File: src/hw/harness_config.svh
`ifndef HARNESS_CONFIG_SVH
`define HARNESS_CONFIG_SVH

// Memory bus widths
`define HC_ADDR_W 32
`define HC_DATA_W 32
`define HC_BE_W   (`HC_DATA_W / 8)

// Address map
`define HC_ROM_BASE  32'h0001_0000
`define HC_ROM_WORDS 64
`define HC_RAM_BASE  32'h8000_0000
`define HC_RAM_WORDS 256

// Debug link
`define HC_DMI_ADDR_W    7
`define HC_DBG_HOLDOFF   20
`define HC_DMI_DATA0     7'h04
`define HC_DMI_DMCONTROL 7'h10
`define HC_DMI_DMSTATUS  7'h11

`endif

File: src/hw/dmi_pkg.sv
package dmi_pkg;

  typedef enum logic [1:0] {
    DMI_NOP   = 2'h0,
    DMI_READ  = 2'h1,
    DMI_WRITE = 2'h2
  } dmi_op_e;

  // Same codes as the DTM response field
  typedef enum logic [1:0] {
    DMI_SUCCESS = 2'h0,
    DMI_FAILED  = 2'h2
  } dmi_resp_e;

  typedef struct packed {
    logic [6:0]  addr;
    dmi_op_e     op;
    logic [31:0] data;
  } dmi_req_t;

  typedef struct packed {
    logic [31:0] data;
    dmi_resp_e   resp;
  } dmi_resp_t;

endpackage

File: src/hw/dmi_source_mux.sv
`timescale 1ns/100ps

module dmi_source_mux (
  input  logic                clk_i,
  input  logic                ndmreset_n,
  input  logic                dbg_sel_i,
  input  logic                a_req_valid_i,
  input  logic                b_req_valid_i,
  input  dmi_pkg::dmi_req_t   a_req_i,
  input  dmi_pkg::dmi_req_t   b_req_i,
  input  logic                a_resp_ready_i,
  input  logic                b_resp_ready_i,
  output logic                a_req_ready_o,
  output logic                b_req_ready_o,
  output logic                a_resp_valid_o,
  output logic                b_resp_valid_o,
  output dmi_pkg::dmi_resp_t  resp_o,
  output logic                dm_req_valid_o,
  output dmi_pkg::dmi_req_t   dm_req_o,
  output logic                dm_resp_ready_o,
  input  logic                dm_req_ready_i,
  input  logic                dm_resp_valid_i,
  input  dmi_pkg::dmi_resp_t  dm_resp_i
);

  // Towards the register block
  assign dm_req_valid_o  = dbg_sel_i ? b_req_valid_i  : a_req_valid_i;
  assign dm_req_o        = dbg_sel_i ? b_req_i        : a_req_i;
  assign dm_resp_ready_o = dbg_sel_i ? b_resp_ready_i : a_resp_ready_i;

  // Only the selected source sees the handshake
  assign a_req_ready_o  = !dbg_sel_i && dm_req_ready_i;
  assign b_req_ready_o  = dbg_sel_i && dm_req_ready_i;
  assign a_resp_valid_o = !dbg_sel_i && dm_resp_valid_i;
  assign b_resp_valid_o = dbg_sel_i && dm_resp_valid_i;

  // Payload is shared, qualified by the valids
  assign resp_o = dm_resp_i;

  // Select only moves between transactions
  sel_stable_a : assert property (@(posedge clk_i) disable iff (!ndmreset_n)
    (dm_req_valid_o || dm_resp_valid_i) |=> $stable(dbg_sel_i));

endmodule

File: config.mk
export PLATFORM = sky130hd
export DESIGN_NAME = dmi_source_mux
export DESIGN_NICKNAME = d
export VERILOG_FILES = /design/src/hw/harness_config.svh /design/src/hw/dmi_pkg.sv /design/src/hw/dmi_source_mux.sv
export SDC_FILE = /design/constraint.sdc
export NUM_CORES = 1
export LEC_CHECK = 0
export ABC_AREA = 0
export BUFFER_PORTS_ARGS = -buffer_cell sky130_fd_sc_hd__buf_2
export CAP_MARGIN = 20
export CORE_AREA = 4 4 78 80
export DETAILED_ROUTE_END_ITERATION = 8
export DIE_AREA = 0 0 82 84
export GPL_TIMING_DRIVEN = 0
export PLACE_DENSITY = 0.72
export SLEW_MARGIN = 20
export SYNTH_ARGS = -nofsm -noshare
export SYNTH_HDL_FRONTEND = slang
export SYNTH_SLANG_ARGS = --single-unit
File: constraint.sdc
create_clock -name vclk -period 0.8
set_clock_uncertainty 0.05 [all_clocks]
set_input_delay 0.04 -clock vclk [all_inputs]
set_output_delay 0.04 -clock vclk [all_outputs]
set_load 0.02 [all_outputs]
======== Yosys cells after proc, flatten, opt, wreduce, memory -nomap -nowiden ========
Index checks and enable logic that the tools add are counted.
word-level totals
  word-level logic and storage cells ...... 8
  register bits after elaboration ......... 0
  input bits .............................. 125
  output and inout port bits .............. 81
operators by class
  reduce and logical (&&, ||, !) cells .... 5
  multiplexer cells ....................... 3
operator list
  cell               number
  41-bit 2-to-1 mux  1
  1-bit logical AND  4
  1-bit 2-to-1 mux   2
  1-bit zero test    1

======== Longest topological paths before layout ========
  depth in word-level cells ............... 2
  gate-level depth with buffers ........... 3
  mapped depth without buffers ............ 1

======== Least setup slack after synthesis ========
No wires, ideal clock.
  path kind ............................... input to output
  from .................................... input port dbg_sel_i
  to ...................................... output port dm_req_o[13] in the netlist's numbering
  data required time ...................... 0.710 ns
  path buffers ............................ 2
  cell stages on the path ................. 3
  arrival time ............................ 0.668 ns
  slack ................................... 0.042 ns
  cell sequence ........................... buf_6 -> buf_6 -> mux2_4
RTL lines
  what         line                  source
  from (decl)  dmi_source_mux.sv:6   input logic dbg_sel_i,
  to (decl)    dmi_source_mux.sv:19  output dmi_pkg::dmi_req_t dm_req_o,

==> out/summary.txt <==
status: complete, but fails checks
failing checks: setup timing
design area: 2240 um^2
clock buffers: 0
Setup crit end kind: output pin
syn_nets: 211
Fillers: 530
count leader, synth: buf_4
placed instance area: 1850 um^2
antenna cells: 0
max-cap violations: 0
sequential share of power: 0%
post-synth cell types: 7
initial DRC count: 9
DR pass1 iterations: 4
DR vias: 1,288
share of layout cells above drive strength 1: 99.2%
sequential element share of the synthesized area: 0%
RePlAce Congestion: 0.707
placed insts: 327
Final period util: 102%
vias per cell: 3.86
final hold vios: 0
largest net degree at the start of global routing: 11
Crit path required time: 0.71 ns
fin cells: 334
fmax: 1.22 GHz
Tmin final: 0.817 ns
worst path arrival time: 0.73 ns
RSZ-0062 raised after global routing: true
Final WS setup: -0.0173 ns
total internal power: 917 uW
Layout Nets: 389
final slew viol count: 0
vias in the first global route: 1,327
pwr dens: 707 nW/um^2
WL/cell: 12.6 um
Worst VDD drop: 0.361 mV
initial antenna violation count: 0
Core ar.: 5410 um^2
total track usage: 9.68%
Crit path largest cell delay: 0.30 ns
NetSw: 669 uW
DRC Markers: 0
global-route wire length before repair: 5430 um
sw frac: 42.2%
clock network power share: 0%
post-route ant nets: 0
cells along the critical path: buf_16 > buf_16 > mux2_4 > buf_6
crit-path max FO: 5
Synth Warn #: 0
# rows: 27
Crit path top cell by count: buf_16
synthesized area per cell: 10.6 um^2
gr ovfl total: 0
# IOs: 206
Initial Util: 16.9%
die width: 82 um
Yosys top cell by area: mux2_4
Static Leak: 0.00131 uW
post-layout util: 41.5%
Mapped Area: 912 um^2
HPWL after detailed placement: 3600 um
critical path's slowest cell: mux2_4
seq_cells: 0
slew margin rel.: 91.9%
ranking of synthesized cells by area: mux2_4, buf_4, mux2_2
Chip Height: 84 um
critical path class: in -> out
combinational power share: 100.0%
Area growth syn-to-layout: 146%
worst min path class: in -> out
Port Buffer Count: 169
Routed Wire Length: 4200 um
share of the synthesized area in the top cell type: 42.8%
CP Launch Type: input pin
Synth top cells by count: buf_4, mux2_4, mux2_2
total die area: 6890 um^2
cell count after synthesis: 86
multi-input logic area: 623 um^2
final setup violation count: 31
worst-margin pin slew: 0.122 ns
FF+latch area: 0 um^2
## critical path, delay by kind of cell
family / cells / cell delay, ns
muxes: 1 / 0.30
buffers and inverters: 3 / 0.38
## metal layers
metal	wire [um]	GRT usage, %
met1	1090	6.86
met2	2460	23.7
met3	659	2.05
met4	0	0
met5	0	0
## area by class of cell
type               instances  area share [%]
plain buffers             39            15.6
well taps                 72            4.02
repair buffers           176            52.6
multi-input cells         47            27.8
## per-stage QoR
| stage | TNS, ns | worst slack, ns | hold WS (ns) | total power (uW) |
|---|---|---|---|---|
| after global routing | -0.929 | -0.0357 | 0.254 | 1680 |
| after global placement | -3.98 | -0.151 | 0.249 | 1280 |
| final | -0.345 | -0.0173 | 0.247 | 1590 |
| after CTS | -0.585 | -0.0390 | 0.249 | 1540 |
| after floorplan | 0 | 0.0422 | 0.143 | 825 |
| after detailed placement | -4.37 | -0.161 | 0.249 | 1300 |
## cells by family after synthesis
logic type             share of synthesized area, %
and+or+nand+nor                                2.74
buffers and inverters                          33.5
muxes                                          63.8
## final timing paths
kind	start	to	depth (start not counted)
setup / recovery	dbg_sel_i	dm_req_o[17]	4
hold / removal	dm_resp_i[14]	resp_o[14]	2
## placed cells by master (no fill, tap or decap)
master	count
buf_2	133
buf_4	40
buf_6	35
mux2_4	29
mux2_2	14
buf_16	4
buf_12	3
nor2b_1	2
and2_4	2
## repair_timing
| action | CTS | global route |
|---|---|---|
| gates cloned | 3 | 0 |
| gates resized for setup | 67 | 23 |
| buffers inserted | 4 | 0 |
| setup endpoints to repair | 38 | 43 |
| hold buffers | 0 | 0 |
## power groups by stage
stage	Combinational, uW	Clock [uW]	Sequential [uW]
after floorplan	825	0	0
after global placement	1280	0	0
after detailed placement	1300	0	0
after CTS	1540	0	0
after global routing	1680	0	0
final	1590	0	0
(Power assumes the default switching activity.)
