`config.mk`:
```
export PLATFORM = sky130hd
export DESIGN_NAME = mem_router
export DESIGN_NICKNAME = d
export VERILOG_FILES = /design/src/hw/mem_pkg.sv /design/src/hw/mem_router.sv
export VERILOG_INCLUDE_DIRS = /design/src /design/src/hw
export SDC_FILE = /design/constraint.sdc
export NUM_CORES = 1
export LEC_CHECK = 0
export BUFFER_PORTS_ARGS = -buffer_cell sky130_fd_sc_hd__buf_2
export CAP_MARGIN = 10
export CORE_AREA = 3 3 85 87
export DETAILED_ROUTE_END_ITERATION = 7
export DIE_AREA = 0 0 88 90
export SYNTH_ARGS = -nofsm -noshare
export SYNTH_HDL_FRONTEND = slang
export SYNTH_SLANG_ARGS = --single-unit
```
`constraint.sdc`:
```
create_clock -name clk_i -period 2.5 [get_ports clk_i]
set_clock_uncertainty 0.1 [all_clocks]
set_input_delay 0.5 -clock clk_i [delete_from_list [all_inputs] [get_ports clk_i]]
set_output_delay 0.5 -clock clk_i [all_outputs]
set_load 0.01 [all_outputs]
```
`src/hw/harness_config.svh`:
```
`ifndef HARNESS_CONFIG_SVH
`define HARNESS_CONFIG_SVH

// Memory bus widths
`define HC_ADDR_W 32
`define HC_DATA_W 32
`define HC_BE_W   (`HC_DATA_W / 8)

// Address map
`define HC_ROM_BASE  32'h0001_0000
`define HC_ROM_WORDS 64
`define HC_RAM_BASE  32'h8000_0000
`define HC_RAM_WORDS 256

// Debug link
`define HC_DMI_ADDR_W    7
`define HC_DBG_HOLDOFF   20
`define HC_DMI_DATA0     7'h04
`define HC_DMI_DMCONTROL 7'h10
`define HC_DMI_DMSTATUS  7'h11

`endif

```
`src/hw/mem_pkg.sv`:
```
package mem_pkg;

  // One-cycle strobe request, no back-pressure
  typedef struct packed {
    logic [31:0] addr;
    logic        we;
    logic [3:0]  be;
    logic [31:0] wdata;
  } mem_req_t;

  typedef struct packed {
    logic [31:0] rdata;
    logic        err;
  } mem_rsp_t;

  typedef enum logic [1:0] {
    REGION_NONE = 2'h0,
    REGION_ROM  = 2'h1,
    REGION_RAM  = 2'h2
  } region_e;

endpackage

```
`src/hw/mem_router.sv`:
```
`timescale 1ns/100ps
`include "harness_config.svh"

module mem_router (
  input  logic                                clk_i,
  input  logic                                ndmreset_n,
  input  logic                                mem_req_valid_i,
  input  mem_pkg::mem_req_t                   mem_req_i,
  output logic                                mem_rsp_valid_o,
  output mem_pkg::mem_rsp_t                   mem_rsp_o,
  output logic                                rom_req_o,
  output logic [$clog2(`HC_ROM_WORDS)-1:0]    rom_addr_o,
  input  logic [`HC_DATA_W-1:0]               rom_rdata_i,
  output logic                                ram_req_o,
  output logic                                ram_we_o,
  output logic [$clog2(`HC_RAM_WORDS)-1:0]    ram_addr_o,
  output logic [`HC_BE_W-1:0]                 ram_be_o,
  output logic [`HC_DATA_W-1:0]               ram_wdata_o,
  input  logic [`HC_DATA_W-1:0]               ram_rdata_i
);

  localparam int unsigned OffW    = $clog2(`HC_BE_W);
  localparam int unsigned RomIdxW = $clog2(`HC_ROM_WORDS);
  localparam int unsigned RamIdxW = $clog2(`HC_RAM_WORDS);
  localparam logic [`HC_ADDR_W-1:0] RomBase = `HC_ROM_BASE;
  localparam logic [`HC_ADDR_W-1:0] RomEnd  = `HC_ROM_BASE + `HC_ROM_WORDS * `HC_BE_W;
  localparam logic [`HC_ADDR_W-1:0] RamBase = `HC_RAM_BASE;
  localparam logic [`HC_ADDR_W-1:0] RamEnd  = `HC_RAM_BASE + `HC_RAM_WORDS * `HC_BE_W;

  mem_pkg::region_e region;
  mem_pkg::region_e rd_region_q;
  logic             req_err;
  logic             err_q;
  logic             rsp_valid_q;

  always_comb begin
    region = mem_pkg::REGION_NONE;
    if (mem_req_i.addr >= RomBase && mem_req_i.addr < RomEnd) begin
      region = mem_pkg::REGION_ROM;
    end else if (mem_req_i.addr >= RamBase && mem_req_i.addr < RamEnd) begin
      region = mem_pkg::REGION_RAM;
    end
  end

  // Unmapped, or a write to ROM
  assign req_err = (region == mem_pkg::REGION_NONE) ||
                   (region == mem_pkg::REGION_ROM && mem_req_i.we);

  assign rom_req_o   = mem_req_valid_i && (region == mem_pkg::REGION_ROM) && !mem_req_i.we;
  assign rom_addr_o  = mem_req_i.addr[OffW +: RomIdxW];
  assign ram_req_o   = mem_req_valid_i && (region == mem_pkg::REGION_RAM);
  assign ram_we_o    = mem_req_i.we;
  assign ram_addr_o  = mem_req_i.addr[OffW +: RamIdxW];
  assign ram_be_o    = mem_req_i.be;
  assign ram_wdata_o = mem_req_i.wdata;

  // ------------------------------
  // Response stage
  // ------------------------------
  always_ff @(posedge clk_i or negedge ndmreset_n) begin
    if (!ndmreset_n) begin
      rsp_valid_q <= 1'b0;
      err_q       <= 1'b0;
      rd_region_q <= mem_pkg::REGION_NONE;
    end else begin
      rsp_valid_q <= mem_req_valid_i;
      err_q       <= mem_req_valid_i && req_err;
      // Only reads return data
      rd_region_q <= (mem_req_valid_i && !mem_req_i.we) ? region : mem_pkg::REGION_NONE;
    end
  end

  assign mem_rsp_valid_o = rsp_valid_q;

  always_comb begin
    mem_rsp_o.err = err_q;
    case (rd_region_q)
      mem_pkg::REGION_ROM: mem_rsp_o.rdata = rom_rdata_i;
      mem_pkg::REGION_RAM: mem_rsp_o.rdata = ram_rdata_i;
      default:             mem_rsp_o.rdata = '0;
    endcase
  end

  // Error responses carry no data
  err_no_data_a : assert property (@(posedge clk_i) disable iff (!ndmreset_n)
    mem_rsp_valid_o && mem_rsp_o.err |-> mem_rsp_o.rdata == '0);

endmodule

```
Word-level counts from Yosys, hierarchy flattened
Index checks and enable logic that the tools add are counted.
{ "totals": {"input_bits": 136, "out_inout_bits": 87, "word_cells": 26, "regBits": 4} }
{ "op_classes": {"n_reduce_logical": 11, "n_lt_le_gt_ge": 4, "mux": 4, "eq_ne": 4} }
{ "op_table": {"columns": ["cell", "count"], "rows": [
  ["$pmux 32 s2", 1],
  ["$ge 32x17->1 const B", 1],
  ["$ge 32x32->1 const B", 1],
  ["$lt 32x17->1 const B", 1],
  ["$lt 32x32->1 const B", 1],
  ["$logic_and 1x1->1", 8],
  ["$mux 2", 3],
  ["$eq 2x1->1 const B", 2],
  ["$eq 2x2->1 const B", 2],
  ["$logic_not 2->1", 1],
  ["$logic_not 1->1", 1],
  ["$logic_or 1x1->1", 1]
]} }

Logic depth before layout (Yosys ltp)
{ "logic_depth": {"depth_word": 8, "ltp_mapped": 5, "depth_no_buf": 4} }

Worst setup path before layout
OpenSTA, ideal clock, no wires.
{ "synth_timing": {"kind": "input to output", "startpoint": "input mem_req_i[51] in the netlist's numbering", "endpoint": "output ram_req_o", "t_arrival_ns": 1.423, "setup_slack_ns": 0.477, "path_stages": 3, "path_buffers": 0, "required_time_ns": 1.900, "cell_sequence": "nor4_2 > nand3_2 > nor4_1"} }
{ "synth_via": {"elab_chain_cells": 6, "elab_cells_between_ends": 10, "cone_classes": "order compare (4); eq/ne (1); mux (2); reduce/logical (3)"} }
{ "synth_rtl": {"columns": ["element", "line", "source"], "rows": [
  ["start: declaration", "mem_router.sv:8", "input mem_pkg::mem_req_t mem_req_i,"],
  ["$ge 32x32->1 or $lt 32x32->1 (tied branches)", "mem_router.sv:40", "end else if (mem_req_i.addr >= RamBase && mem_req_i.addr < RamEnd) begin"],
  ["$logic_and 1x1->1", "mem_router.sv:40", null],
  ["$mux 2", "mem_router.sv:40", null],
  ["$mux 2 *", "mem_router.sv:38", "if (mem_req_i.addr >= RomBase && mem_req_i.addr < RomEnd) begin"],
  ["$eq 2x2->1 *", "mem_router.sv:51", "assign ram_req_o = mem_req_valid_i && (region == mem_pkg::REGION_RAM);"],
  ["$logic_and 1x1->1 *", "mem_router.sv:51", null],
  ["end: declaration", "mem_router.sv:14", "output logic ram_req_o,"]
]} }
Every way passes the cells marked *; elsewhere a longest branch is shown, timed or not.

Final worst setup path
{ "layout_timing": {"startpoint": "input mem_req_i[63] in the netlist's numbering", "endpoint": "output ram_req_o"} }
Same word-level chain as after synthesis.

==> metrics <==
fin crit period=between 2 and 2.5 ns; Slew @ Worst Pin=0.377 ns; DP Area=about 1400 um2; clock buffer depth=2; Pleak=just over 0.7 nW; RD Place Congestion=slightly below 0.7; switching power=69.4 uW; Fillers=about 700; Syn-to-layout area delta=36.6%; # rows=29; CTS tree=yes; DIE HEIGHT=90 um; Slew HR=74.7%; sequential fraction of design power=roughly 23%; Routed Antenna Nets=0; EDFF count, synth=0; GRT overflow=0; crit end category=output pin; final hold viol count=0; Seq/Total Area, Yosys=~9.2%; initial antenna violation count=0; vias post-DR=between 1,000 and 1,500; count of cell types in the netlist=19; CTS Buf Count=3; Worst Path Required=roughly 1.9 ns; Yosys reg bits=4; grt peak-use layer=met2; final period utilization=slightly below 90%; post-route cell area=approximately 1500 um2; asr flop ratio synth=100%; DIE WIDTH=between 80 and 90 um; drt total wl=roughly 4000 um; Combinational Power Share=32.3%; Synth Flop Type=dfrtp_1; PortBufs=130; Switching Fraction=23.4%; Synth Area per Inst=6.99 um2; global router's overall resource usage=8.71%; Max Slew Vio Count=0; power share of the clock group=44.9%; largest net degree at the start of global routing=33; Root Buffer=clkbuf_8; initial DRC count=37; RSZ-0062 raised after global routing=no; core area=roughly 6400 um2; die area=roughly 8000 um2; Cells after Synth=between 150 and 200; Reg clk slew, reported paths=around 0.03 ns; Max FO, Critical Path=4; Clock Sinks=4; maximum vdd drop=0.171 mV; syn nets=approximately 300; final setup TNS=0 ns; Post-route DRC=0; I/O pin count=~220; wire per inst=approximately 13 um; M3 GR Usage=~3.2%; Finish-stage setup viols=0; first-pass GRT wire length=~5400 um; CP arrival=1.63 ns; Initial Utilization=roughly 17%; MaxCap Viol Count=0; most frequent cells in the layout=130 x buf_2, 33 x nor2_1, 32 x a22oi_1, 9 x nor4_1, 4 x dfrtp_1; synth warn=0; M2 GR Usage=16.3%; routing usage on met1=under 10%; critical path startpoint category=input port; # diodes=0; FMAX=449 MHz; worst setup path category=input port to output pin; share of cells above drive strength 1=about three fifths; Internal=about 230 uW; PostCTS Resize Cnt=0; vias in the first global route=around 1,200; Post-Synthesis Cell Area=about 1100 um2; status=finished clean; PwrDens=201 nW/um2; detailed-placement wirelength estimate=about 3200 um; DRT Pass-1 Iters=5; most common cell after layout, fill and taps aside=buf_2; Vias per Instance=between 4 and 5; htree depth=1; min-delay worst type=input port to flop; Nets=371
==> power by group through the flow <==
stage,combinational [mW],sequential [mW],clock (mW)
floorplan,0.0946,0.0684,0
global placement,0.0931,0.0683,0
detailed placement,0.0948,0.0684,0
CTS,0.0968,0.0677,0.137
global route,0.105,0.0677,0.145
finish,0.0960,0.0676,0.134
==> through the flow <==
step	utilization (%)	setup WS, ns	power, mW	cells	hold WS (ns)
finish	23.0	0.274	0.297	308	0.327
global route	23.0	0.137	0.318	308	0.319
CTS	23.0	0.251	0.302	308	0.324
detailed placement	22.2	0.246	0.163	304	0.208
global placement	22.2	0.263	0.161	304	0.205
floorplan	-	0.477	0.163	155	0.104
==> synthesized netlist by cell type, drive strengths merged, types with 2 or more instances <==
library cell,count,share of area [%]
a22oi,32,22
inv,3,1.0
ha,2,2.3
nor4,11,8.3
buf,52,36
dfrtp,4,9.2
nor2,33,11
clkbuf,9,3.1
==> final timing paths <==
kind / start / end / cells after the start / slack [ns]
min in group asynchronous: ndmreset_n / rd_region_q[1] / 2 / 0.54
max in group asynchronous: ndmreset_n / mem_rsp_valid_o / 2 / 1.65
setup / recovery: mem_req_i[63] / ram_req_o / 5 / 0.27
hold / removal: mem_req_valid_i / mem_rsp_valid_o / 1 / 0.33
==> registers in the layout, indices dropped and copies added, names as in the netlist <==
name / flops
err_q: 1
rd_region_q: 2
mem_rsp_valid_o: 1
==> metal layers <==
layer	vias up	routed length (um)	part of all wire, %
li1	652	-	-
met1	593	1260	31
met2	118	2010	50
met3	16	609	15
met4	0	125	3.1
met5	-	0	0
==> critical path, cell delays in order <==
cell     delay, ns
buf_2         0.11
nor4_1        0.39
nand3_2       0.17
nor4_1        0.29
buf_2         0.18
==> kinds of logic (layout without fill, tap and decap cells) <==
family | count (synthesis) | after routing | share of synthesized area, %
simple gates | 50 | 50 | 24.1
compound gates | 35 | 35 | 24.1
buf+inv | 64 | 140 | 40.2
flops | 4 | 4 | 9.24
fa+ha+maj | 2 | 2 | 2.31
==> layout make-up <==
class	count	area [um2]	share of cell area, %
inverter	3	11.3	0.761
multi-input combinational	87	548	37.0
timing repair buffer	134	683	46.2
tap	77	96.3	6.51
clock buffer	3	41.3	2.79
sequential	4	100	6.76
==> repair_timing <==
item	CTS	global route
setup endpoints to repair	0	0
setup buffers	0	0
hold buffers	1	0
hold endpoints to repair	4	0
No activity file was read; power rests on OpenSTA's default activity.
