[src/hw/harness_config.svh]
`ifndef HARNESS_CONFIG_SVH
`define HARNESS_CONFIG_SVH

// Memory bus widths
`define HC_ADDR_W 32
`define HC_DATA_W 32
`define HC_BE_W   (`HC_DATA_W / 8)

// Address map
`define HC_ROM_BASE  32'h0001_0000
`define HC_ROM_WORDS 64
`define HC_RAM_BASE  32'h8000_0000
`define HC_RAM_WORDS 256

// Debug link
`define HC_DMI_ADDR_W    7
`define HC_DBG_HOLDOFF   20
`define HC_DMI_DATA0     7'h04
`define HC_DMI_DMCONTROL 7'h10
`define HC_DMI_DMSTATUS  7'h11

`endif

[src/hw/dmi_pkg.sv]
package dmi_pkg;

  typedef enum logic [1:0] {
    DMI_NOP   = 2'h0,
    DMI_READ  = 2'h1,
    DMI_WRITE = 2'h2
  } dmi_op_e;

  // Same codes as the DTM response field
  typedef enum logic [1:0] {
    DMI_SUCCESS = 2'h0,
    DMI_FAILED  = 2'h2
  } dmi_resp_e;

  typedef struct packed {
    logic [6:0]  addr;
    dmi_op_e     op;
    logic [31:0] data;
  } dmi_req_t;

  typedef struct packed {
    logic [31:0] data;
    dmi_resp_e   resp;
  } dmi_resp_t;

endpackage

[src/hw/dm_regs.sv]
`timescale 1ns/100ps
`include "harness_config.svh"

module dm_regs (
  input  logic               clk_i,
  input  logic               ndmreset_n,
  input  logic               req_valid_i,
  input  dmi_pkg::dmi_req_t  req_i,
  output logic               req_ready_o,
  output logic               resp_valid_o,
  output dmi_pkg::dmi_resp_t resp_o,
  input  logic               resp_ready_i,
  output logic               debug_req_o
);

  localparam logic [`HC_DMI_ADDR_W-1:0] AddrData0     = `HC_DMI_DATA0;
  localparam logic [`HC_DMI_ADDR_W-1:0] AddrDmcontrol = `HC_DMI_DMCONTROL;
  localparam logic [`HC_DMI_ADDR_W-1:0] AddrDmstatus  = `HC_DMI_DMSTATUS;
  localparam int unsigned CntW = $clog2(`HC_DBG_HOLDOFF + 1);

  logic [31:0]        data0_q;
  logic               haltreq_q;
  logic               resp_valid_q;
  dmi_pkg::dmi_resp_t resp_d;
  dmi_pkg::dmi_resp_t resp_q;
  logic [CntW-1:0]    holdoff_q;
  logic               holdoff_done;
  logic               req_fire;
  logic               wr_data0;
  logic               wr_haltreq;

  // One transaction at a time
  assign req_ready_o  = !resp_valid_q;
  assign req_fire     = req_valid_i && req_ready_o;
  assign holdoff_done = (holdoff_q == '0);

  // ------------------------------
  // Register decode
  // ------------------------------
  always_comb begin
    resp_d.data = '0;
    resp_d.resp = dmi_pkg::DMI_FAILED;
    wr_data0    = 1'b0;
    wr_haltreq  = 1'b0;
    case (req_i.op)
      dmi_pkg::DMI_READ: begin
        resp_d.resp = dmi_pkg::DMI_SUCCESS;
        case (req_i.addr)
          AddrData0:     resp_d.data = data0_q;
          AddrDmcontrol: resp_d.data = 32'(haltreq_q);
          AddrDmstatus:  resp_d.data = 32'(holdoff_done);
          default:       resp_d.resp = dmi_pkg::DMI_FAILED;
        endcase
      end
      dmi_pkg::DMI_WRITE: begin
        resp_d.resp = dmi_pkg::DMI_SUCCESS;
        case (req_i.addr)
          AddrData0:     wr_data0 = 1'b1;
          AddrDmcontrol: wr_haltreq = 1'b1;
          AddrDmstatus:  resp_d.resp = dmi_pkg::DMI_SUCCESS;
          default:       resp_d.resp = dmi_pkg::DMI_FAILED;
        endcase
      end
      default: resp_d.resp = dmi_pkg::DMI_FAILED;
    endcase
  end

  always_ff @(posedge clk_i or negedge ndmreset_n) begin
    if (!ndmreset_n) begin
      data0_q      <= '0;
      haltreq_q    <= 1'b0;
      resp_valid_q <= 1'b0;
      holdoff_q    <= CntW'(`HC_DBG_HOLDOFF);
    end else begin
      if (!holdoff_done) begin
        holdoff_q <= holdoff_q - 1'b1;
      end
      if (req_fire) begin
        resp_valid_q <= 1'b1;
      end else if (resp_ready_i) begin
        resp_valid_q <= 1'b0;
      end
      if (req_fire && wr_data0) begin
        data0_q <= req_i.data;
      end
      if (req_fire && wr_haltreq) begin
        haltreq_q <= req_i.data[0];
      end
    end
  end

  always_ff @(posedge clk_i) begin
    if (req_fire) begin
      resp_q <= resp_d;
    end
  end

  assign resp_valid_o = resp_valid_q;
  assign resp_o       = resp_q;

  // Halt request masked until the hold-off window has passed
  assign debug_req_o = haltreq_q && holdoff_done;

  resp_hold_a : assert property (@(posedge clk_i) disable iff (!ndmreset_n)
    resp_valid_o && !resp_ready_i |=> resp_valid_o && $stable(resp_o));

endmodule

[config.mk]
export PLATFORM = sky130hd
export DESIGN_NAME = dm_regs
export DESIGN_NICKNAME = d
export VERILOG_FILES = /design/src/hw/dmi_pkg.sv /design/src/hw/dm_regs.sv
export VERILOG_INCLUDE_DIRS = /design/src /design/src/hw
export SDC_FILE = /design/constraint.sdc
export NUM_CORES = 1
export LEC_CHECK = 0
export BUFFER_PORTS_ARGS = -buffer_cell sky130_fd_sc_hd__clkbuf_2
export CORE_AREA = 2 2 74 112
export DETAILED_ROUTE_END_ITERATION = 6
export DIE_AREA = 0 0 76 114
export HOLD_SLACK_MARGIN = 0.1
export PLACE_DENSITY_LB_ADDON = 0.1
export SYNTH_ARGS = -nofsm -noshare
export SYNTH_HDL_FRONTEND = slang
export SYNTH_SLANG_ARGS = --single-unit
[constraint.sdc]
create_clock -name clk_i -period 4.9 [get_ports clk_i]
set_input_delay 0 -clock clk_i [delete_from_list [all_inputs] [get_ports clk_i]]
set_output_delay 0 -clock clk_i [all_outputs]
set_load 0.01 [all_outputs]
; Word-level counts from Yosys, hierarchy flattened
; Cells that the tools add are included.
[totals]
register_bits = 73
latchBits = 0
ramBits = 0
romBits = 0
in_bits = 45
output_inout_bits = 37
elab_cells = 29
memories = 0
[op_classes]
n_addsub = 1
n_mul = 0
n_div = 0
n_lt_le_gt_ge = 0
n_eq_ne = 5
shifts = 0
muxes = 8
bitwise = 0
n_reduce_logical = 9
[op_table]
columns = cell, n
row1 = one-hot mux 32 bit (3 select lines), 1
row2 = == test 7 x 5 -> 1 bit (second input constant), 2
row3 = == test 7 x 3 -> 1 bit (second input constant), 1
row4 = two-way mux 1 bit, 6
row5 = logical NOT 5 bit, 1
row6 = subtractor 5 x 1 -> 5 bit (second input constant), 1
row7 = logical AND 1 bit, 4
row8 = OR reduction 3 bit, 1
row9 = == test 2 x 1 -> 1 bit (second input constant), 1
row10 = == test 2 bit (second input constant), 1
row11 = two-way mux 2 bit, 1
row12 = nonzero test 2 bit, 1
row13 = OR reduction 2 bit, 1
row14 = logical NOT 1 bit, 1

; Depth between registers and ports, before layout
; Gate-level depths: netlist of the first run.
[depth]
ltp_word = 4
depth_mapped = 6
ltp_nobuf = 5

; Least setup slack after synthesis of the first run
; OpenSTA, ideal clock, no wires.
[synth_path]
path_type = reg-to-reg
from = register resp_valid_q, in the netlist resp_valid_o
to = register resp_q, in the netlist resp_o[10] (enable)
setup_ns = 0.428
arrival_time_ns = 1.949
t_required_ns = 4.472
path_slack_ns = 2.523
stages_incl_launch_ff = 2
path_buffers = 0
period_less_slack_ns = 2.377
cell_sequence = dfrtp_1 > nor2b_1
[synth_between]
elab_chain_cells = 2
[synth_rtl]
columns = item, line_no
row1 = from (decl), dm_regs.sv:23  ; logic resp_valid_q;
row2 = from (signal assigned), dm_regs.sv:72  ; resp_valid_q <= 1'b0;
row3 = from (signal assigned), dm_regs.sv:79  ; resp_valid_q <= 1'b1;
row4 = from (signal assigned), dm_regs.sv:81  ; resp_valid_q <= 1'b0;
row5 = logical NOT 1 bit, dm_regs.sv:33  ; assign req_ready_o = !resp_valid_q;
row6 = logical AND 1 bit, dm_regs.sv:34  ; assign req_fire = req_valid_i && req_ready_o;
row7 = named net req_fire, dm_regs.sv:28  ; logic req_fire;
row8 = to (signal assigned), dm_regs.sv:94  ; resp_q <= resp_d;
row9 = to (decl), dm_regs.sv:25  ; dmi_pkg::dmi_resp_t resp_q;
; The timed path passes the listed nets, and every way through them passes these cells.
; A chain may end at the register's enable or synchronous reset.

; Worst setup path in the final report of the first run
[layout_path]
from = register resp_valid_q, in the netlist resp_valid_o
to = register data0_q[22]
[layout_between]
elab_chain_cells = 3
[layout_rtl]
columns = item, line_no
row1 = logical NOT 1 bit, dm_regs.sv:33
row2 = logical AND 1 bit, dm_regs.sv:34
row3 = logical AND 1 bit, dm_regs.sv:83  ; if (req_fire && wr_data0) begin
row4 = to (signal assigned), dm_regs.sv:84  ; data0_q <= req_i.data;
row5 = to (decl), dm_regs.sv:21  ; logic [31:0] data0_q;
; Every way passes these cells.

==> flow_summary.yaml, run 1 <==
status:
  status: "completed"
drt:
  drc: 0
  drt.antenna.violating_nets: 0
  routedWlPerCell_um: 13.3
  routed_wl_um: 5520
  drt-vias-per-instance: 4.30
  vias: 1782
  drt_pre_antenna_iters: 4
  drt-initial-drc-count: 100
floorplan:
  io_pins: 82
  start_util: 0.387
  rows: 40
  die_area_um2: 8660
  core_area_um2: 7760
  die_y_um: 114
  die_x_um: 76
worst_setup_path:
  r2r_cells: 3
  cp_max_fo: 32
  timing.rr.start: "resp_valid_o"
  arrival_ns: 2.28
  cp-start-kind: "flop"
  rr_endpoint: "data0_q[22]"
  path_class: "flop to flop"
  cp-end-kind: "flop"
  rrSetupSlack_ns: 2.83
  crit_required_ns: 5.11
pwr:
  vdd_ir_drop_max_mv: 0.178
  power_switching_mw: 0.299
  p_seq_frac: 0.460
  intPower_mw: 1.15
  clkPwrFrac: 0.468
  switching_share: 0.206
  p_per_area_nw_per_um2: 348
  combPwrFrac: 0.072
  leakage_nw: 2.02
timing:
  slew_violations: 0
  finalHoldViolCount: 0
  tightest_slew_ns: 1.02
  slew_headroom: 0.317
  setup_viol: 0
  skew_ns: 0.00554
  period_share: 0.422
  rsz0062_at_grt: "no"
  setup_tns_ns: 0
  final.min_clock_period_ns: 2.07
  fmax_mhz: 483
cts:
  cts_tree: "built"
  post-cts-setup-buffer-count: 0
  clock_path_buffers: 2
  numCtsBuffers: 9
  cts_root_buffer: "clkbuf_16"
  clock_latency_ns: 0.33
  htree_levels: 3
  clkSinkCount: 72
  path_clk_slew_ns: 0.06
yosys:
  synth_area_per_cell_um2: 16.4
  ys_ff_latch: 72
  synthXorXnorAreaFrac: 0.00875
  synthArstFlopShare: 0.542
  yosysMostFrequentCell: "dfrtp_1"
  synthSimpleGateAreaFrac: 0.115
  netlist_instances: 183
  syn-cell-area_um2: 3000
  synthAdderAreaFrac: 0.0167
  synth_mux_area_frac: 0.168
  yosysWarnings: 0
  synth_top_flop_cell: "dfrtp_1"
  synth_compound_area_frac: 0.00875
  synth_top_family_by_area: "multiplexers"
  ys_seq_area_frac: 0.656
  yosysTopAreaCellShare: 0.330
  synth.distinct_cells: 29
  synth_largest_area_cell: "edfxtp_1"
  ys_top_cells_by_count: "dfrtp_1, edfxtp_1, and2_1"
  synthTopCellsByArea: "edfxtp_1, dfrtp_1, mux2_4, and2_1, dfstp_2"
  syn_nets: 232
  synth_edf_count: 33
finish:
  final_area_um2: 4170
  multi_input_area_um2: 965
  seqCellArea_um2: 1970
  area_growth_syn_to_layout_pct: 38.8
  antennaDiodeCount: 0
  fill_cells: 668
  layout-drive-gt1-share: 0.437
  finalNetCount: 353
hold_path:
  holdPathStages: 4
  min_to: "haltreq_q"
  holdCritPathClass: "primary input to flop"
  hp-start: "req_i[37]"
global_route:
  grt_max_degree: 40
  grt_pass1_wl_um: 9100
  grt_pass1_vias: 1848
  antenna_found_initial: 0
  gr-total-overflow: 0
  grt_use_total: 0.140
flow_run:
  drv_cap: 0
placed_design:
  io_buffers: 80
  gp_congestion: 0.765
  place_area_um2: 3480
  dpl.hpwl_um: 3460
-- flip-flops by register name (all words and copies together) (netlist names) --
register and count:
haltreq_q 1, resp_o 33, holdoff_q 5, data0_q 32, resp_valid_o 1
-- power by group through the flow --
| stage | sequential (mW) | combinational [mW] | clock [mW] |
|---|---|---|---|
| after floorplan | 0.687 | 0.0235 | 0 |
| after global placement | 0.679 | 0.0841 | 0 |
| after detailed placement | 0.679 | 0.0839 | 0 |
| after CTS | 0.668 | 0.107 | 0.695 |
| after global routing | 0.670 | 0.114 | 0.721 |
| final | 0.667 | 0.104 | 0.680 |
-- how the worst max path moves through the flow --
stage	slack, ns	startpoint	cells past startpoint	to
after floorplan	2.52	resp_valid_o	1	resp_o[10]
after global placement	2.86	resp_valid_o	3	data0_q[23]
after detailed placement	2.79	resp_valid_o	3	data0_q[13]
after CTS	2.78	resp_valid_o	3	data0_q[13]
after global routing	2.69	resp_valid_o	3	data0_q[25]
final	2.83	resp_valid_o	3	data0_q[22]
-- worst max-delay path, stage by stage, from the launching register on --
cell	delay, ns
dfrtp_1	0.42
and3b_1	0.30
nand4_4	0.66
mux2_4	0.54
-- layout by cell type (no fill, tap or decap) --
cell	Yosys	layout
clkbuf_2	3	80
dfrtp_1	37	37
dlygate4sd3_1	0	37
edfxtp_1	33	33
and2_1	32	32
mux2_4	30	30
clkbuf_16	0	9
inv_1	5	5
nor2_1	5	5
nand2_1	4	4
mux2_2	4	4
ha_1	4	4
xnor2_1	3	3
clkinv_2	0	3
nand3_1	2	2
bufinv_16	0	2
dfstp_2	2	2
nor4b_2	1	1
nor2b_4	0	1
and3b_1	1	1
nor4_4	1	1
nand4_4	1	1
and4_1	1	1
mux2i_1	1	1
nor2b_1	2	1
o22ai_1	1	1
nor3_1	1	1
o21ai_0	1	1
a21o_1	1	1
nand4b_1	1	1
o21bai_1	1	1
conb_1	1	1
clkinv_1	0	1
clkinvlp_4	0	1
-- what timing repair did --
action,CTS,global route
hold buffers,37,0
endpoints found under the hold margin,72,0
setup endpoints to repair,0,0
gates resized for setup,0,0
-- layout make-up --
type                    count  area share
clock buffers               9      0.0541
clock inverters             7      0.0207
flip-flops and latches     72       0.473
repair buffers            117       0.185
multi-input cells          99       0.232
well taps                 105      0.0315
inverters                   5     0.00450
-- per-layer routing --
layer  vias up  track usage  routed length [um]
met3        13       0.0459                 304
li1        876            -                   -
met5         -            0                   0
met1       831        0.175                2480
met2        62        0.215                2610
met4         0       0.0764                 120
-- through the flow --
step,instances,setup WS (ns),util,hold WS (ns),total power [mW]
4_1_cts,414,2.78,0.537,0.124,1.47
3_3_place_gp,361,2.86,0.449,0.172,0.763
5_1_grt,414,2.69,0.537,0.147,1.50
6_report,414,2.83,0.537,0.135,1.45
3_5_place_dp,361,2.79,0.449,0.175,0.763
2_1_floorplan,183,2.52,-,-0.296,0.711
-- kinds of logic after synthesis --
group | Yosys count
flops | 72
other cells | 1
mux | 35
fa+ha+maj | 4
simple gates | 52
xor+xnor | 3
compound gates | 4
buf+inv | 12
Note: power is estimated with default switching activity, not from simulation.
==> inputs of run 2 (changes only) <==
--- a/config.mk
+++ b/config.mk
@@ -6,10 +6,11 @@
 export SDC_FILE = /design/constraint.sdc
 export NUM_CORES = 1
 export LEC_CHECK = 0
+export ABC_AREA = 1
 export BUFFER_PORTS_ARGS = -buffer_cell sky130_fd_sc_hd__clkbuf_2
-export CORE_AREA = 2 2 74 112
+export CORE_AREA = 2 2 75 113
 export DETAILED_ROUTE_END_ITERATION = 6
-export DIE_AREA = 0 0 76 114
+export DIE_AREA = 0 0 77 115
 export HOLD_SLACK_MARGIN = 0.1
 export PLACE_DENSITY_LB_ADDON = 0.1
 export SYNTH_ARGS = -nofsm -noshare
==> constraint.sdc (replaced) <==
create_clock -name clk_i -period 2.1 [get_ports clk_i]
set_input_delay 0 -clock clk_i [delete_from_list [all_inputs] [get_ports clk_i]]
set_output_delay 0 -clock clk_i [all_outputs]
set_load 0.01 [all_outputs]
==> flow_summary.yaml, run 2 <==
status:
  status: "completed"
floorplan:
  die_x_um: 77
  die_area_um2: 8860
  die_y_um: 115
  rows: 40
  core_area_um2: 7910
  io_pins: 82
  start_util: 0.388
finish:
  layout-drive-gt1-share: 0.237
  fill_cells: 770
  area_growth_syn_to_layout_pct: 35.2
  seqCellArea_um2: 1970
  layout_common_cells: "nand2_1, clkbuf_2, nor2_1, nand3_1, dfrtp_1"
  multi_input_area_um2: 900
  antennaDiodeCount: 0
  final_common_cell: "nand2_1"
  fin_cells: 544
  finalNetCount: 484
  largest_reg_flops: 33
yosys:
  netlist_instances: 319
  syn_nets: 368
  synth.distinct_cells: 24
  yosysWarnings: 0
  synthTopCellsByArea: "edfxtp_1, dfrtp_1, nand2_1, nand3_1, nor2_1"
  ys_ff_latch: 72
  synthArstFlopShare: 0.542
  synth_area_per_cell_um2: 9.62
  ys_seq_area_frac: 0.642
  synth_edf_count: 33
  synth_largest_area_cell: "edfxtp_1"
  ys_top_cells_by_count: "nand2_1, nor2_1, nand3_1"
  yosysMostFrequentCell: "nand2_1"
  synth_top_flop_cell: "dfrtp_1"
  yosysTopAreaCellShare: 0.323
  syn-cell-area_um2: 3070
timing:
  fmax_mhz: 570
  period_share: 0.835
  slew_violations: 0
  setup_tns_ns: 0
  final.min_clock_period_ns: 1.75
  skew_ns: 0.00708
  setup_viol: 0
  slew_headroom: 0.343
  finalHoldViolCount: 0
  tightest_slew_ns: 0.985
  rsz0062_at_grt: "no"
cts:
  cts_tree: "built"
  cts_root_buffer: "clkbuf_16"
  cts_resized: 0
  path_clk_slew_ns: 0.05
  numCtsBuffers: 9
  clock_path_buffers: 2
  htree_levels: 3
  hold_buffers: 36
  clock_latency_ns: 0.33
  clkSinkCount: 72
  post-cts-setup-buffer-count: 0
hold_path:
  holdCritPathClass: "primary input to flop"
pwr:
  leakage_nw: 2.02
  vdd_ir_drop_max_mv: 0.422
  finalPower_mw: 3.16
  p_per_area_nw_per_um2: 761
worst_setup_path:
  arrival_ns: 1.75
  cp_max_fo: 6
  crit_required_ns: 2.10
  path_class: "flop to output pin"
  cp-end-kind: "output pin"
  cp-start-kind: "flop"
global_route:
  grt_use_total: 0.165
  grt_max_degree: 40
  antenna_found_initial: 0
  grt_pass1_vias: 2380
  grt_pass1_wl_um: 11000
  gr-total-overflow: 0
drt:
  drt-vias-per-instance: 4.52
  routedWlPerCell_um: 12.2
  drt_pre_antenna_iters: 4
  drt-initial-drc-count: 169
  drt.antenna.violating_nets: 0
  drc: 0
  routed_wl_um: 6620
  vias: 2461
placed_design:
  dpl.hpwl_um: 4290
  gp_congestion: 0.704
  io_buffers: 80
  dpl.cell_count: 493
flow_run:
  drv_cap: 0
==> run 2: changes by cell type after synthesis, sizes merged, moves of 3 or more <==
cell / before / now
xnor2: 3 / 0
inv: 5 / 24
mux2: 34 / 0
nand2: 4 / 111
buf: 4 / 14
nor2: 5 / 42
o21ai: 1 / 6
and2: 32 / 0
nand3: 2 / 38
==> run 2: worst paths after layout <==
kind / startpoint / to / slack [ns] / cells past startpoint
max: holdoff_q[0] / debug_req_o / 0.35 / 7
min: req_i[40] / haltreq_q / 0.11 / 5
max reg2reg: resp_valid_o / data0_q[7] / 0.51 / 6
min reg2reg: data0_q[19] / data0_q[19] / 0.47 / 2
max in group asynchronous: ndmreset_n / data0_q[8] / 1.12 / 2
min in group asynchronous: ndmreset_n / resp_valid_o / 0.35 / 2
==> run 2: final cells by class <==
class,instances,area share
Clock buffer,13,0.0603
Clock inverter,2,0.00181
Inverter,24,0.0223
Multi-Input combinational cell,207,0.217
Sequential cell,72,0.475
Tap cell,105,0.0317
Timing Repair Buffer,121,0.192
==> run 2: kinds of logic after synthesis <==
group | count (synthesis) | share of synthesized area
other | 1 | 0.00122
adders and majority gates | 4 | 0.0163
buffers and inverters | 40 | 0.0648
DFF | 72 | 0.642
AOI/OAI and AO/OA | 9 | 0.0155
xor gates and xnor gates | 1 | 0.00286
and+or+nand+nor | 192 | 0.257
==> run 2: worst max-delay path: stages, from the launching register on <==
cell and delay (ns):
dfrtp_1 0.37, inv_1 0.11, ha_1 0.15, nand2_1 0.05, nor2_1 0.34, inv_1 0.16, nor2_1 0.12, clkbuf_2 0.14
==> run 2: per-layer routing <==
layer  wire (um)  global-route usage  part of all wire
met3         303              0.0314             0.046
met5           0                   0                 0
met2        3370               0.276              0.51
met4         210               0.111             0.032
met1        2740               0.192              0.41
==> run 2: through the flow <==
step           instance area, um^2  worst slack, ns  hold slack (ns)  utilization
6_report                      4150            0.346            0.109        0.525
2_1_floorplan                 3070            0.433           -0.296            -
5_1_grt                       4150            0.181            0.172        0.525
4_1_cts                       4150            0.324            0.101        0.525
3_5_place_dp                  3530            0.505            0.216        0.447
3_3_place_gp                  3530            0.576            0.208        0.447
==> run 2: power by group <==
part	total, mW	internal [mW]	switching (mW)
clock network	1.34	0.817	0.521
registers	1.55	1.54	0.0171
logic	0.268	0.123	0.145
total	3.16	2.48	0.683
